## src/dcache_pkg.sv

```systemverilog
// shared widths and types for the miss-issue path; the message encoding must match the coherence side
`default_nettype none

package dcache_pkg;

	// ------------------------------
	// field widths
	// ------------------------------
	localparam int TAG_W  = 10;
	localparam int IDX_W  = 4;
	localparam int WORD_W = 64;

	// coherence request type
	// NONE encodes as zero so an empty forward result is all zero
	typedef enum logic [1:0] {
		NONE  = 2'b00,
		GET_S = 2'b01,
		GET_M = 2'b10,
		PUT_M = 2'b11
	} message_t;

	// ------------------------------
	// bundles
	// ------------------------------

	// line address, tag above index
	typedef struct packed {
		logic [TAG_W-1:0] tag;
		logic [IDX_W-1:0] idx;
	} line_addr_t;

	// one miss request as allocated, queued and sent to the bus
	typedef struct packed {
		line_addr_t        addr;
		logic [WORD_W-1:0] data;
		message_t          message;
		// set for store-conditional misses
		logic              stq_c_flag;
	} mshr_req_t;

	// load forwarding result
	typedef struct packed {
		logic [WORD_W-1:0] data;
		message_t          message;
	} lq_fwd_t;

endpackage : dcache_pkg

`default_nettype wire

```

## src/rps_sel.sv

```systemverilog
// N must be a power of two of at least 2, ptr_i is the first position checked and lower ones follow
`timescale 1ns/1ps
`default_nettype none

module rps_sel #(
	parameter int N = 4
) (
	input  wire logic                 en_i,
	input  wire logic [N-1:0]         req_i,
	input  wire logic [$clog2(N)-1:0] ptr_i,
	output logic      [N-1:0]         gnt_o
);

	localparam int PTR_W = $clog2(N);

	// ------------------------------
	// downward rotating scan
	// ------------------------------
	always_comb begin
		logic             found;
		logic [PTR_W-1:0] pos;
		gnt_o = '0;
		found = 1'b0;
		pos   = ptr_i;
		for (int k = 0; k < N; k++) begin
			// pointer arithmetic wraps 0 back to N-1
			pos = ptr_i - PTR_W'(k);
			if (en_i && !found && req_i[pos]) begin
				gnt_o[pos] = 1'b1;
				found      = 1'b1;
			end
		end
	end

	// at most one grant, whatever the pointer and request mix
	always_comb begin
		a_gnt_onehot0 : assert ($onehot0(gnt_o))
			else $error("rps_sel grant not one-hot: %b", gnt_o);
	end

endmodule : rps_sel

`default_nettype wire

```

## src/mshr_iss.sv

```systemverilog
// MSHR_NUM must be a power of two of at least 2, alloc_en_i must stay low while full_o is high
`timescale 1ns/1ps
`default_nettype none

module mshr_iss import dcache_pkg::*; #(
	parameter int MSHR_NUM = 4
) (
	input  wire logic       clk,
	input  wire logic       rst,

	// allocate at tail
	input  wire logic       alloc_en_i,
	input  wire mshr_req_t  alloc_req_i,

	// issue from head
	input  wire logic       iss_ack_i,
	output logic            iss_vld_o,
	output mshr_req_t       iss_req_o,
	output logic            full_o,

	// store lookup
	input  wire line_addr_t sq_addr_i,
	output logic            sq_hit_o,

	// load lookup
	input  wire line_addr_t lq_addr_i,
	output logic            lq_hit_o,
	output lq_fwd_t         lq_fwd_o
);

	localparam int PTR_W = $clog2(MSHR_NUM);

	// ------------------------------
	// queue state
	// ------------------------------
	logic [MSHR_NUM-1:0]            vld_r;
	mshr_req_t [MSHR_NUM-1:0]       ent_r;

	// pointers carry one wrap bit above the index
	logic [PTR_W:0]                 head_r;
	logic [PTR_W:0]                 tail_r;
	logic [PTR_W-1:0]               head_idx;
	logic [PTR_W-1:0]               tail_idx;

	// load lookup
	logic [MSHR_NUM-1:0]            lq_match;
	logic [MSHR_NUM-1:0]            lq_gnt;
	logic [PTR_W-1:0]               lq_ptr;

	assign head_idx = head_r[PTR_W-1:0];
	assign tail_idx = tail_r[PTR_W-1:0];

	// same slot, opposite lap
	assign full_o = (head_idx == tail_idx) && (head_r[PTR_W] != tail_r[PTR_W]);

	// head entry offered to the command stage
	assign iss_vld_o = vld_r[head_idx];
	assign iss_req_o = ent_r[head_idx];

	// ------------------------------
	// pointer and valid update
	// ------------------------------
	always_ff @(posedge clk) begin
		if (rst) begin
			vld_r  <= '0;
			head_r <= '0;
			tail_r <= '0;
		end else begin
			// ack retires the head
			if (iss_ack_i) begin
				vld_r[head_idx] <= 1'b0;
				head_r          <= head_r + 1'b1;
			end
			// new miss at tail, never the same slot as an acked head
			if (alloc_en_i) begin
				vld_r[tail_idx] <= 1'b1;
				tail_r          <= tail_r + 1'b1;
			end
		end
	end

	// payload write
	always_ff @(posedge clk) begin
		if (alloc_en_i) begin
			ent_r[tail_idx] <= alloc_req_i;
		end
	end

	// ------------------------------
	// store lookup
	// ------------------------------
	// any waiting GET_M to the same line
	always_comb begin
		sq_hit_o = 1'b0;
		for (int i = 0; i < MSHR_NUM; i++) begin
			if (vld_r[i] && ent_r[i].message == GET_M && ent_r[i].addr == sq_addr_i) begin
				sq_hit_o = 1'b1;
			end
		end
	end

	// ------------------------------
	// load lookup
	// ------------------------------
	// candidates are GET_M to the same line, store-conditionals excluded
	always_comb begin
		for (int i = 0; i < MSHR_NUM; i++) begin
			lq_match[i] = vld_r[i] && ent_r[i].message == GET_M &&
				!ent_r[i].stq_c_flag && ent_r[i].addr == lq_addr_i;
		end
	end

	// tail minus one is the youngest slot, scan goes older from there
	assign lq_ptr = tail_idx - 1'b1;

	rps_sel #(
		.N(MSHR_NUM)
	) lq_sel_i (
		.en_i (1'b1),
		.req_i(lq_match),
		.ptr_i(lq_ptr),
		.gnt_o(lq_gnt)
	);

	assign lq_hit_o = |lq_gnt;

	// one-hot mux of the granted entry
	always_comb begin
		lq_fwd_o.data    = '0;
		lq_fwd_o.message = NONE;
		for (int i = 0; i < MSHR_NUM; i++) begin
			if (lq_gnt[i]) begin
				lq_fwd_o.data    = ent_r[i].data;
				lq_fwd_o.message = ent_r[i].message;
			end
		end
	end

	// ------------------------------
	// protocol checks
	// ------------------------------
	// the cache side must respect full
	a_no_alloc_full : assert property (@(posedge clk) disable iff (rst)
		alloc_en_i |-> !full_o)
		else $error("allocation while MSHR queue is full");

	// the command stage only takes a valid head
	a_no_ack_empty : assert property (@(posedge clk) disable iff (rst)
		iss_ack_i |-> iss_vld_o)
		else $error("issue ack while head entry is invalid");

endmodule : mshr_iss

`default_nettype wire

```

## src/bus_cmd_stage.sv

```systemverilog
// one command in flight; bus_gnt_i is only meaningful while bus_req_o is high
`timescale 1ns/1ps
`default_nettype none

module bus_cmd_stage import dcache_pkg::*; (
	input  wire logic      clk,
	input  wire logic      rst,

	// queue head side
	input  wire logic      head_vld_i,
	input  wire mshr_req_t head_req_i,
	output logic           iss_ack_o,

	// memory bus side
	input  wire logic      bus_gnt_i,
	output logic           bus_req_o,
	output mshr_req_t      bus_cmd_o
);

	// ------------------------------
	// command register
	// ------------------------------
	logic      cmd_vld_r;
	mshr_req_t cmd_r;

	// take the head when empty or emptied by this cycle's grant
	assign iss_ack_o = head_vld_i && (!cmd_vld_r || bus_gnt_i);

	always_ff @(posedge clk) begin
		if (rst) begin
			cmd_vld_r <= 1'b0;
		end else if (iss_ack_o) begin
			// refill wins over the grant
			cmd_vld_r <= 1'b1;
		end else if (bus_gnt_i) begin
			cmd_vld_r <= 1'b0;
		end
	end

	always_ff @(posedge clk) begin
		if (iss_ack_o) begin
			cmd_r <= head_req_i;
		end
	end

	// level request until granted
	assign bus_req_o = cmd_vld_r;
	assign bus_cmd_o = cmd_r;

	// ------------------------------
	// bus rules
	// ------------------------------
	// an ungranted request stays up with the same command
	a_cmd_hold : assert property (@(posedge clk) disable iff (rst)
		bus_req_o && !bus_gnt_i |=> bus_req_o && $stable(bus_cmd_o))
		else $error("bus command changed before grant");

endmodule : bus_cmd_stage

`default_nettype wire

```

## src/dcache_miss_top.sv

```systemverilog
// MSHR_NUM must be a power of two of at least 2; up to MSHR_NUM+1 misses are outstanding
`timescale 1ns/1ps
`default_nettype none

module dcache_miss_top import dcache_pkg::*; #(
	parameter int MSHR_NUM = 4
) (
	input  wire logic       clk,
	input  wire logic       rst,

	// allocation from the cache
	input  wire logic       alloc_en_i,
	input  wire mshr_req_t  alloc_req_i,
	output logic            full_o,

	// lookups
	input  wire line_addr_t sq_addr_i,
	output logic            sq_hit_o,
	input  wire line_addr_t lq_addr_i,
	output logic            lq_hit_o,
	output lq_fwd_t         lq_fwd_o,

	// memory bus
	input  wire logic       bus_gnt_i,
	output logic            bus_req_o,
	output mshr_req_t       bus_cmd_o
);

	// ------------------------------
	// queue to command stage
	// ------------------------------
	logic      head_vld;
	mshr_req_t head_req;
	logic      iss_ack;

	mshr_iss #(
		.MSHR_NUM(MSHR_NUM)
	) mshr_iss_i (
		.clk        (clk),
		.rst        (rst),
		.alloc_en_i (alloc_en_i),
		.alloc_req_i(alloc_req_i),
		.iss_ack_i  (iss_ack),
		.iss_vld_o  (head_vld),
		.iss_req_o  (head_req),
		.full_o     (full_o),
		.sq_addr_i  (sq_addr_i),
		.sq_hit_o   (sq_hit_o),
		.lq_addr_i  (lq_addr_i),
		.lq_hit_o   (lq_hit_o),
		.lq_fwd_o   (lq_fwd_o)
	);

	// holds one command on the bus
	bus_cmd_stage bus_cmd_i (
		.clk       (clk),
		.rst       (rst),
		.head_vld_i(head_vld),
		.head_req_i(head_req),
		.iss_ack_o (iss_ack),
		.bus_gnt_i (bus_gnt_i),
		.bus_req_o (bus_req_o),
		.bus_cmd_o (bus_cmd_o)
	);

endmodule : dcache_miss_top

`default_nettype wire

```

## config.mk

```make
export PLATFORM = sky130hd
export DESIGN_NAME = dcache_miss_top
export DESIGN_NICKNAME = d
export VERILOG_FILES = /design/src/dcache_pkg.sv /design/src/rps_sel.sv /design/src/mshr_iss.sv /design/src/bus_cmd_stage.sv /design/src/dcache_miss_top.sv
export SDC_FILE = /design/constraint.sdc
export NUM_CORES = 1
export LEC_CHECK = 0
export CORE_AREA = 4 4 167 290
export CTS_CLUSTER_DIAMETER = 50
export DETAILED_ROUTE_END_ITERATION = 10
export DIE_AREA = 0 0 171 294
export DONT_BUFFER_PORTS = 1
export PLACE_DENSITY = 0.55
export SLEW_MARGIN = 20
export SYNTH_ARGS = -nofsm -noshare
export SYNTH_HDL_FRONTEND = slang
export SYNTH_HIERARCHICAL = 1
export SYNTH_SLANG_ARGS = --single-unit
```

## constraint.sdc

```tcl
create_clock -name clk -period 15.4 [get_ports clk]
set_clock_uncertainty 0.2 [all_clocks]
set_input_delay 3.08 -clock clk [delete_from_list [all_inputs] [get_ports clk]]
set_output_delay 3.08 -clock clk [all_outputs]
set_load 0.02 [all_outputs]
```

==> impl_metrics.ini, run 1 <==
[run_status]
outcome = finished, final reports clean

[worst_setup_path]
endpoint_kind = output pin
r2r_setup_slack_ns = 12.02
worst-path-buf-inv = 1
crit_family = simple AND/OR/NAND/NOR gates
cpMostUsedCell = or4_1
required_ns = 12.12
arrival_ns = 8.65
cp-start-kind = input port
critPathKind = input port to output pin
cp_slowest_stage_delay_ns = 0.81
crit_slowest_cell = o21ai_0
crit_chain = xor2_1 -> or4_1 -> nor4_1 -> mux2i_1 -> or4_1 -> a211oi_1 -> a221o_1 -> nor2b_4 -> buf_4 -> a22oi_1 -> nor2_1 -> a21oi_1 -> o21ai_0
crit_fanout = 37

[final_layout]
n_antenna_cell = 0
fillerInstances = 4060
syn2layout_area_growth_pct = 10.7
layout_common_cells = edfxtp_1 (405), xnor2_1 (85), mux4_2 (84)
final_nets = 1266
fin_util = 0.438
final_common_cell = edfxtp_1
drive_above_1_share = 0.146

[power]
sw_frac_of_total = 0.249
power_frac_seq = 0.514
p_comb_frac = 0.105
p_per_area_mw_per_mm2 = 138
peakVddDrop_uv = 164
p_int_mw = 2.09
power.leakage_nw = 6.19
clkPwrFrac = 0.381
netSwitchingPower_mw = 0.694

[synthesis]
syn_inst = 1167
synth_top_area_share = 0.667
yosysTopAreaCell = edfxtp_1
ys_warn_count = 6
synthTopCellsByArea = edfxtp_1 (67%), mux4_2 (10%), xnor2_1 (4.1%)
synth_seq_cells = 416
syn-mean-instance-area_sq_um = 15.6
synth_fp_nets = 1295
ys_seq_area_frac = 0.679
synth_area_sq_mm = 0.0182
synth.distinct_cells = 37

[floorplan]
core_area_sq_mm = 0.0461
die_h_microns = 294
rows = 104
start_util = 0.396
die-area_sq_mm = 0.0503
io-pin-count = 264
die_w_microns = 171

[detailed_routing]
drt_pass1_iterations = 5
viasPerCell = 5.72
ant_nets = 0
wl_microns = 49800
wl_per_cell_microns = 28.4
first_iter_violations = 628
route.vias.total = 10016
drc_errors = 0

[cts]
cts_max_path_buffers = 3
path_clk_slew_ns = 0.05
post_cts_resized = 0
clk_latency_ns = 0.55
postCtsHoldBufs = 0
cts_setup_buffers = 0
clock-sinks = 416
cts_made_buffers = 43
htree_num_levels = 2
clockRootBuffer = clkbuf_16
cts_tree = done

[placed_design]
io_buffers = 0
gp_congestion = 0.966
preCtsSetupSlack_ns = 3.49
hpwl_microns = 32200

[sta]
setup_viol_count_final = 0
rsz0062_at_grt = no
fin_tns_setup_ns = 0
max_freq_mhz = 83.8
final_max_slew_viol_count = 0
post-route-period-util = 0.774
hold_viol = 0
worstMarginPinSlew_ns = 1.12
relSlewSlack = 0.255
setup_slack_ns = 3.47
min_period_ns = 11.93

[grt]
grt_pass1_wl_microns = 71900
grt_max_degree = 77
grt_pass1_vias = 10442
gr-total-overflow = 0
antenna_found_initial = 0
grt.total_usage = 0.194

[hold_path]
hp-class = flop to flop

[flow_run]
drv_cap = 0
==> metal layers <==
metal  GRT usage  up-vias  wire length [microns]  part of all wire
met4      0.0694        0                   1720             0.034
met2       0.352      320                  26800              0.54
li1            -     4459                      -                 -
met5           0        -                      0                 0
met1       0.210     5151                  17300              0.35
met3      0.0624       86                   3980             0.080
==> tightest hold or removal path, stage by stage, from the launching register on <==
cell	delay (ns)
dfxtp_1	0.34
nand2_1	0.07
a21oi_1	0.06
==> path summary, 6_finish.rpt <==
| kind | from | endpoint | cells past startpoint |
|---|---|---|---|
| min reg2reg | mshr_iss_i/vld_r[3] | mshr_iss_i/vld_r[3] | 2 |
| max | lq_addr_i[1] | lq_fwd_o[0] | 13 |
| min | mshr_iss_i/vld_r[3] | mshr_iss_i/vld_r[3] | 2 |
| max reg2reg | mshr_iss_i/head_r[1] | mshr_iss_i/head_r[2] | 6 |
==> power by group through the flow <==
stage / sequential (mW) / combinational, mW / clock [mW]
floorplan: 1.43 / 0.229 / 0
global placement: 1.45 / 0.300 / 0
detailed placement: 1.46 / 0.300 / 0
CTS: 1.43 / 0.301 / 1.09
global route: 1.44 / 0.315 / 1.14
finish: 1.43 / 0.291 / 1.06
==> cells by family after synthesis <==
| logic type | synth area share |
|---|---|
| AOI/OAI and AO/OA | 0.0711 |
| muxes | 0.106 |
| adders and majority gates | 0.0103 |
| buffers and inverters | 0.0222 |
| other | 0.000206 |
| and+or+nand+nor | 0.0540 |
| DFF | 0.679 |
| xor gates and xnor gates | 0.0572 |
==> final cells by class <==
type                    count  area (sq um)  share of cell area
clock inverters            24           302              0.0149
well taps                 583           729              0.0361
multi-input cells         651          5500               0.272
clock buffers              52          1130              0.0560
inverters                  15          58.8             0.00291
repair buffers             11          82.6             0.00409
flip-flops and latches    416         12400               0.614
==> synth_stat cells <==
cell type,n
clkbuf_1,56
nor4_1,12
nand3_1,4
or4_1,7
nand3b_1,4
a22oi_1,65
or3b_1,4
nor3_1,1
o21ai_0,66
mux4_2,84
nand2b_4,1
or3b_2,1
a221o_1,4
xnor2_1,85
buf_6,1
and2_1,3
ha_1,15
and2_4,1
a32oi_1,1
and3b_1,1
inv_1,15
xor2_1,34
buf_1,10
mux2i_1,4
conb_1,1
nand4_1,21
a21oi_2,1
edfxtp_1,405
a21oi_1,75
o311a_1,1
nor2_1,75
a211oi_1,1
a2111oi_4,1
nor2b_1,1
nand2_1,77
buf_2,18
dfxtp_1,11
==> sequential cells by signal, summed over array words and instances (netlist names) <==
signal,count
mshr_iss_i/vld_r,4
bus_cmd_i/bus_cmd_o,81
bus_cmd_i/bus_req_o,1
mshr_iss_i/head_r,3
mshr_iss_i/tail_r,3
mshr_iss_i/ent_r,324
==> through the flow <==
stage	area [sq um]	hold WS [ns]	instances	total power [mW]
after detailed placement	18800	0.301	1676	1.76
final	20200	0.308	1752	2.78
after CTS	20200	0.310	1752	2.82
after floorplan	18200	0.246	1167	1.66
after global placement	18800	0.295	1676	1.75
after global routing	20200	0.311	1752	2.89
Note: power is estimated with default switching activity, not from simulation.
==> inputs of run 2 (changes only) <==
--- a/config.mk
+++ b/config.mk
@@ -5,12 +5,13 @@
 export SDC_FILE = /design/constraint.sdc
 export NUM_CORES = 1
 export LEC_CHECK = 0
-export CORE_AREA = 4 4 167 290
+export ABC_AREA = 1
+export CORE_AREA = 4 4 171 298
 export CTS_CLUSTER_DIAMETER = 50
 export DETAILED_ROUTE_END_ITERATION = 10
-export DIE_AREA = 0 0 171 294
+export DIE_AREA = 0 0 175 302
 export DONT_BUFFER_PORTS = 1
-export PLACE_DENSITY = 0.55
+export PLACE_DENSITY = 0.57
 export SLEW_MARGIN = 20
 export SYNTH_ARGS = -nofsm -noshare
 export SYNTH_HDL_FRONTEND = slang
==> constraint.sdc (replaced) <==
create_clock -name clk -period 10.09 [get_ports clk]
set_clock_uncertainty 0.2 [all_clocks]
set_input_delay 2.018 -clock clk [delete_from_list [all_inputs] [get_ports clk]]
set_output_delay 2.018 -clock clk [all_outputs]
set_load 0.02 [all_outputs]
==> run 2 against run 1 <==
Net effect:
- flip-flop and latch count unchanged
- worst setup slack worse by 1.4 ns
- register-to-register slack got worse by 5.8 ns
- highest routed layer unchanged
==> impl_metrics.ini, run 2 <==
[final_layout]
layout_common_cells = edfxtp_1 (405), nand2_1 (355), nor2_1 (196)
final_common_cell = edfxtp_1
final_nets = 1935
regMostFlops = mshr_iss_i/ent_r
largest_reg_flops = 324
syn2layout_area_growth_pct = 9.78
n_antenna_cell = 0
fillerInstances = 4566
drive_above_1_share = 0.0608

[synthesis]
synth_fa_ha_area_frac = 0.00973
synthTopCellsByArea = edfxtp_1 (63%), nand2_1 (6.9%), o21ai_0 (5.0%)
synth.distinct_cells = 39
synth_top_area_share = 0.631
syn-mean-instance-area_sq_um = 10.4
synth_top_family_by_area = simple AND/OR/NAND/NOR gates
yosysMostFrequentCell = edfxtp_1
syn_inst = 1851
ys_seq_area_frac = 0.642
synthXorXnorAreaFrac = 0.0136
muxShareOfSynthArea = 0
async_reset_ff_frac = 0
synth_common_cells = edfxtp_1 (405), nand2_1 (355), nor2_1 (196), o21ai_0 (193), a21oi_1 (110)
yosysTopAreaCell = edfxtp_1
synth_seq_cells = 416
synth-main-ff-cell = edfxtp_1
synth-simple-area-share = 0.144
synth_compound_area_frac = 0.139
ys_warn_count = 6
synth-edff-count = 405
synth_area_sq_mm = 0.0193

[grt]
antenna_found_initial = 0
grt_pass1_wl_microns = 92700
grt_pass1_vias = 14129
gr-total-overflow = 0
grt.total_usage = 0.235
grt_max_degree = 115

[run_status]
outcome = finished, final reports clean

[power]
p_per_area_mw_per_mm2 = 255
peakVddDrop_uv = 168
power.leakage_nw = 7.61

[cts]
path_clk_slew_ns = 0.06
post_cts_resized = 0
cts_max_path_buffers = 3
cts_setup_buffers = 0
postCtsHoldBufs = 0
htree_num_levels = 2
clk_latency_ns = 0.55
cts_tree = done
clockRootBuffer = clkbuf_16
cts_made_buffers = 44
clock-sinks = 416

[detailed_routing]
drc_errors = 0
viasPerCell = 5.64
route.vias.total = 14073
first_iter_violations = 1101
drt_pass1_iterations = 5
ant_nets = 0
wl_microns = 64000
wl_per_cell_microns = 25.6

[placed_design]
hpwl_microns = 41300
io_buffers = 0
preCtsSetupSlack_ns = 2.12
gp_congestion = 0.986

[worst_setup_path]
ff2ff_path_depth = 7
critPathKind = input port to output pin
r2r_setup_slack_ns = 6.27
timing.rr.end = bus_cmd_i/bus_cmd_o[48]
cp-start-kind = input port
required_ns = 7.87
rr_startpoint = mshr_iss_i/head_r[0]
startpoint = lq_addr_i[13]
crit_fanout = 37
arrival_ns = 5.81
endpoint_kind = output pin

[sta]
max_freq_mhz = 125
worstMarginPinSlew_ns = 1.15
setup_slack_ns = 2.06
fin_tns_setup_ns = 0
final_max_slew_viol_count = 0
setup_viol_count_final = 0
fin_hold_ws_ns = 0.316
hold_viol = 0
relSlewSlack = 0.236
post-route-period-util = 0.796
rsz0062_at_grt = no
min_period_ns = 8.03

[floorplan]
die_w_microns = 175
start_util = 0.398
die-area_sq_mm = 0.0529
core_area_sq_mm = 0.0485
io-pin-count = 264
die_h_microns = 302
rows = 107

[hold_path]
hp-start = mshr_iss_i/vld_r[3]
hp-class = flop to flop
hold_end = mshr_iss_i/vld_r[3]
hold-path-cell-count = 2

[flow_run]
drv_cap = 0
## run 2: worst max path at each step
stage | to | slack (ns) | cells past startpoint
finish | lq_fwd_o[65] | 2.06 | 17
global route | lq_fwd_o[3] | 1.83 | 17
global placement | lq_fwd_o[51] | 2.12 | 19
CTS | lq_fwd_o[51] | 2.13 | 19
detailed placement | lq_fwd_o[3] | 2.12 | 17
floorplan | mshr_iss_i/head_r[2] | 3.19 | 6
## run 2: cell type report
cell class              instances  area, sq um  share of cell area
clock buffers                  59         1220              0.0576
clock inverters                23          241              0.0114
inverters                     101          395              0.0187
repair buffers                 16          133             0.00626
well taps                     654          818              0.0387
multi-input cells            1228         5970               0.282
flip-flops and latches        416        12400               0.585
## run 2: layer usage
layer | share of wire | global-route usage | wire [microns] | up-vias
li1 | - | - | - | 6472
met1 | 0.34 | 0.244 | 21600 | 6839
met2 | 0.52 | 0.429 | 33500 | 620
met3 | 0.080 | 0.0628 | 5130 | 142
met4 | 0.060 | 0.125 | 3840 | 0
met5 | 0 | 0 | 0 | -
## run 2: critical path, cell delays in order
cell and delay [ns]:
inv_1 0.21, o22ai_1 0.13, or2_1 0.24, nor2_1 0.12, nand2_1 0.07, nor2_1 0.21, nand2_1 0.12, nand3_2 0.15
nand2_1 0.07, inv_2 0.09, nor2_8 0.06, nand3_1 0.11, nand3_4 0.09, inv_2 0.60, buf_4 0.53, o21ai_0 0.16
o21ai_0 0.79
## run 2: cells by family (layout without fill, tap and decap cells)
group | Yosys count | in the layout
AOI/OAI and AO/OA | 502 | 502
buffers and inverters | 209 | 199
DFF | 416 | 416
and+or+nand+nor | 678 | 678
xor gates and xnor gates | 30 | 30
adders and majority gates | 15 | 15
other | 1 | 3
## run 2: stage by stage
stage	util	cell area (sq um)	power [mW]	std cells
6_report	0.437	21200	5.40	2497
5_1_grt	0.437	21200	5.65	2497
4_1_cts	0.437	21200	5.45	2497
3_5_place_dp	0.407	19700	3.81	2415
3_3_place_gp	0.407	19700	3.79	2415
2_1_floorplan	-	19300	3.42	1853
## run 2: power by group
group / switching [mW] / leakage (nW) / internal, mW
registers: 0.272 / 3.83 / 2.21
clock network: 0.686 / 0.716 / 0.941
logic: 1.01 / 3.07 / 0.288
total: 1.96 / 7.61 / 3.44
==> inputs of run 3 (changes only) <==
==> constraint.sdc (replaced) <==
create_clock -name clk -period 6.9 [get_ports clk]
set_clock_uncertainty 0.2 [all_clocks]
set_input_delay 1.38 -clock clk [delete_from_list [all_inputs] [get_ports clk]]
set_output_delay 1.38 -clock clk [all_outputs]
set_load 0.02 [all_outputs]
==> run 3 against run 2 <==
Net effect:
- non-clock buffer count grew 31
- clock power grew 37%
- sequential share of layout area shrank 0.51 points
==> impl_metrics.ini, run 3 (synthesized netlist as in run 2, its figures left out) <==
[run_status]
outcome = finished, final reports clean

[cts]
post_cts_resized = 0
cts_tree = done
clockRootBuffer = clkbuf_16
cts_setup_buffers = 0
htree_num_levels = 2
cts_max_path_buffers = 3
path_clk_slew_ns = 0.06
cts_made_buffers = 43
clock-sinks = 416
clk_latency_ns = 0.54
postCtsHoldBufs = 0

[sta]
hold_viol = 0
final_max_slew_viol_count = 0
relSlewSlack = 0.304
min_period_ns = 6.02
max_freq_mhz = 166
fin_tns_setup_ns = 0
post-route-period-util = 0.872
rsz0062_at_grt = no
setup_viol_count_final = 0
worstMarginPinSlew_ns = 1.04

[grt]
grt_pass1_wl_microns = 93400
gr-total-overflow = 0
grt_max_degree = 108
antenna_found_initial = 0
grt_pass1_vias = 14290
grt.total_usage = 0.236

[placed_design]
dp_cells = 2446
place_area_sq_mm = 0.0200
hpwl_microns = 41900
io_buffers = 0
gp_congestion = 1.04

[worst_setup_path]
critPathKind = flop to output pin
crit_fanout = 26
crit_chain = inv_1 -> ha_1 -> inv_1 -> inv_1 -> ha_1 -> inv_1 -> nand3_2 -> nand2_1 -> inv_2 -> nor2_8 -> nand3_1 -> nand3_4 -> buf_12 -> nand3_1 -> nand2_1 -> o21ai_1 -> o21ai_1
endpoint_kind = output pin
cpMostUsedCell = inv_1
cp-start-kind = flop
crit_family = buffers and inverters
cp_slowest_stage_delay_ns = 0.48
worst-path-buf-inv = 6
required_ns = 5.32
crit_slowest_cell = o21ai_1
arrival_ns = 4.44

[hold_path]
hp-class = flop to flop

[flow_run]
drv_cap = 0

[final_layout]
syn2layout_area_growth_pct = 10.7
final_common_cell = edfxtp_1
final_nets = 1965
layout_common_cells = edfxtp_1 (405), nand2_1 (355), nor2_1 (196)
fin_area_sq_mm = 0.0214
fin_util = 0.441
drive_above_1_share = 0.0723
regMostFlops = mshr_iss_i/ent_r
stdcell_count = 2520
n_antenna_cell = 0
largest_reg_flops = 324

[power]
p_per_area_mw_per_mm2 = 367
power.leakage_nw = 7.72
peakVddDrop_uv = 282

[floorplan]
io-pin-count = 264
core_area_sq_mm = 0.0485
start_util = 0.398
die-area_sq_mm = 0.0529
die_h_microns = 302
die_w_microns = 175
rows = 107

[detailed_routing]
ant_nets = 0
viasPerCell = 5.71
drc_errors = 0
first_iter_violations = 1104
route.vias.total = 14390
wl_per_cell_microns = 25.6
wl_microns = 64400
drt_pass1_iterations = 5
[run 3: cell types whose count changed in the layout (fill, tap and decap cells not counted)]
cell | previous run | this run
buf_12 | 1 | 8
inv_8 | 4 | 0
clkbuf_8 | 2 | 0
clkbuf_16 | 46 | 43
clkinvlp_4 | 0 | 3
inv_6 | 2 | 3
clkinv_2 | 6 | 4
buf_4 | 15 | 39
clkbuf_1 | 11 | 7
clkinv_1 | 6 | 10
clkinv_4 | 2 | 1
[run 3: final timing paths]
check	start	to	slack, ns	depth (start not counted)
worst max-delay path	mshr_iss_i/tail_r[0]	lq_fwd_o[45]	0.88	17
worst min register to register	mshr_iss_i/vld_r[1]	mshr_iss_i/vld_r[1]	0.31	2
worst min-delay path	mshr_iss_i/vld_r[1]	mshr_iss_i/vld_r[1]	0.31	2
worst max register to register	mshr_iss_i/head_r[1]	bus_cmd_i/bus_cmd_o[42]	3.23	7
[run 3: per-stage QoR]
stage | worst slack (ns) | power (mW) | hold slack [ns]
final | 0.884 | 7.84 | 0.311
after global routing | 0.631 | 8.18 | 0.318
after CTS | 0.853 | 7.90 | 0.308
after detailed placement | 1.06 | 5.67 | 0.300
after global placement | 1.08 | 5.64 | 0.286
after floorplan | 0.637 | 5.00 | 0.248
[run 3: per-layer routing]
metal,track usage,wire (microns),vias to the layer above
met5,0,0,-
met4,0.136,4230,0
met3,0.0596,5280,171
met2,0.435,33800,645
met1,0.239,21100,7059
li1,-,-,6515
[run 3: cell type report]
cell class              count  area, sq um
well taps                 654          818
fillers                  4647        27100
repair buffers             47          453
inverters                 101          395
clock buffers              50         1100
flip-flops and latches    416        12400
multi-input cells        1228         5970
clock inverters            24          224
[run 3: worst register-to-register path, delay by kind of cell (launching register included)]
kind,cells,cell delay [ns]
AO/OA/AOI/OAI,3,0.47
buffers and inverters,4,1.84
flip-flops,1,0.66
[run 3: power breakdown]
group,total [mW],internal [mW],switching [mW]
Combinational,1.95,0.500,1.45
Clock,2.23,1.26,0.969
Sequential,3.66,3.23,0.429
Total,7.84,4.99,2.85
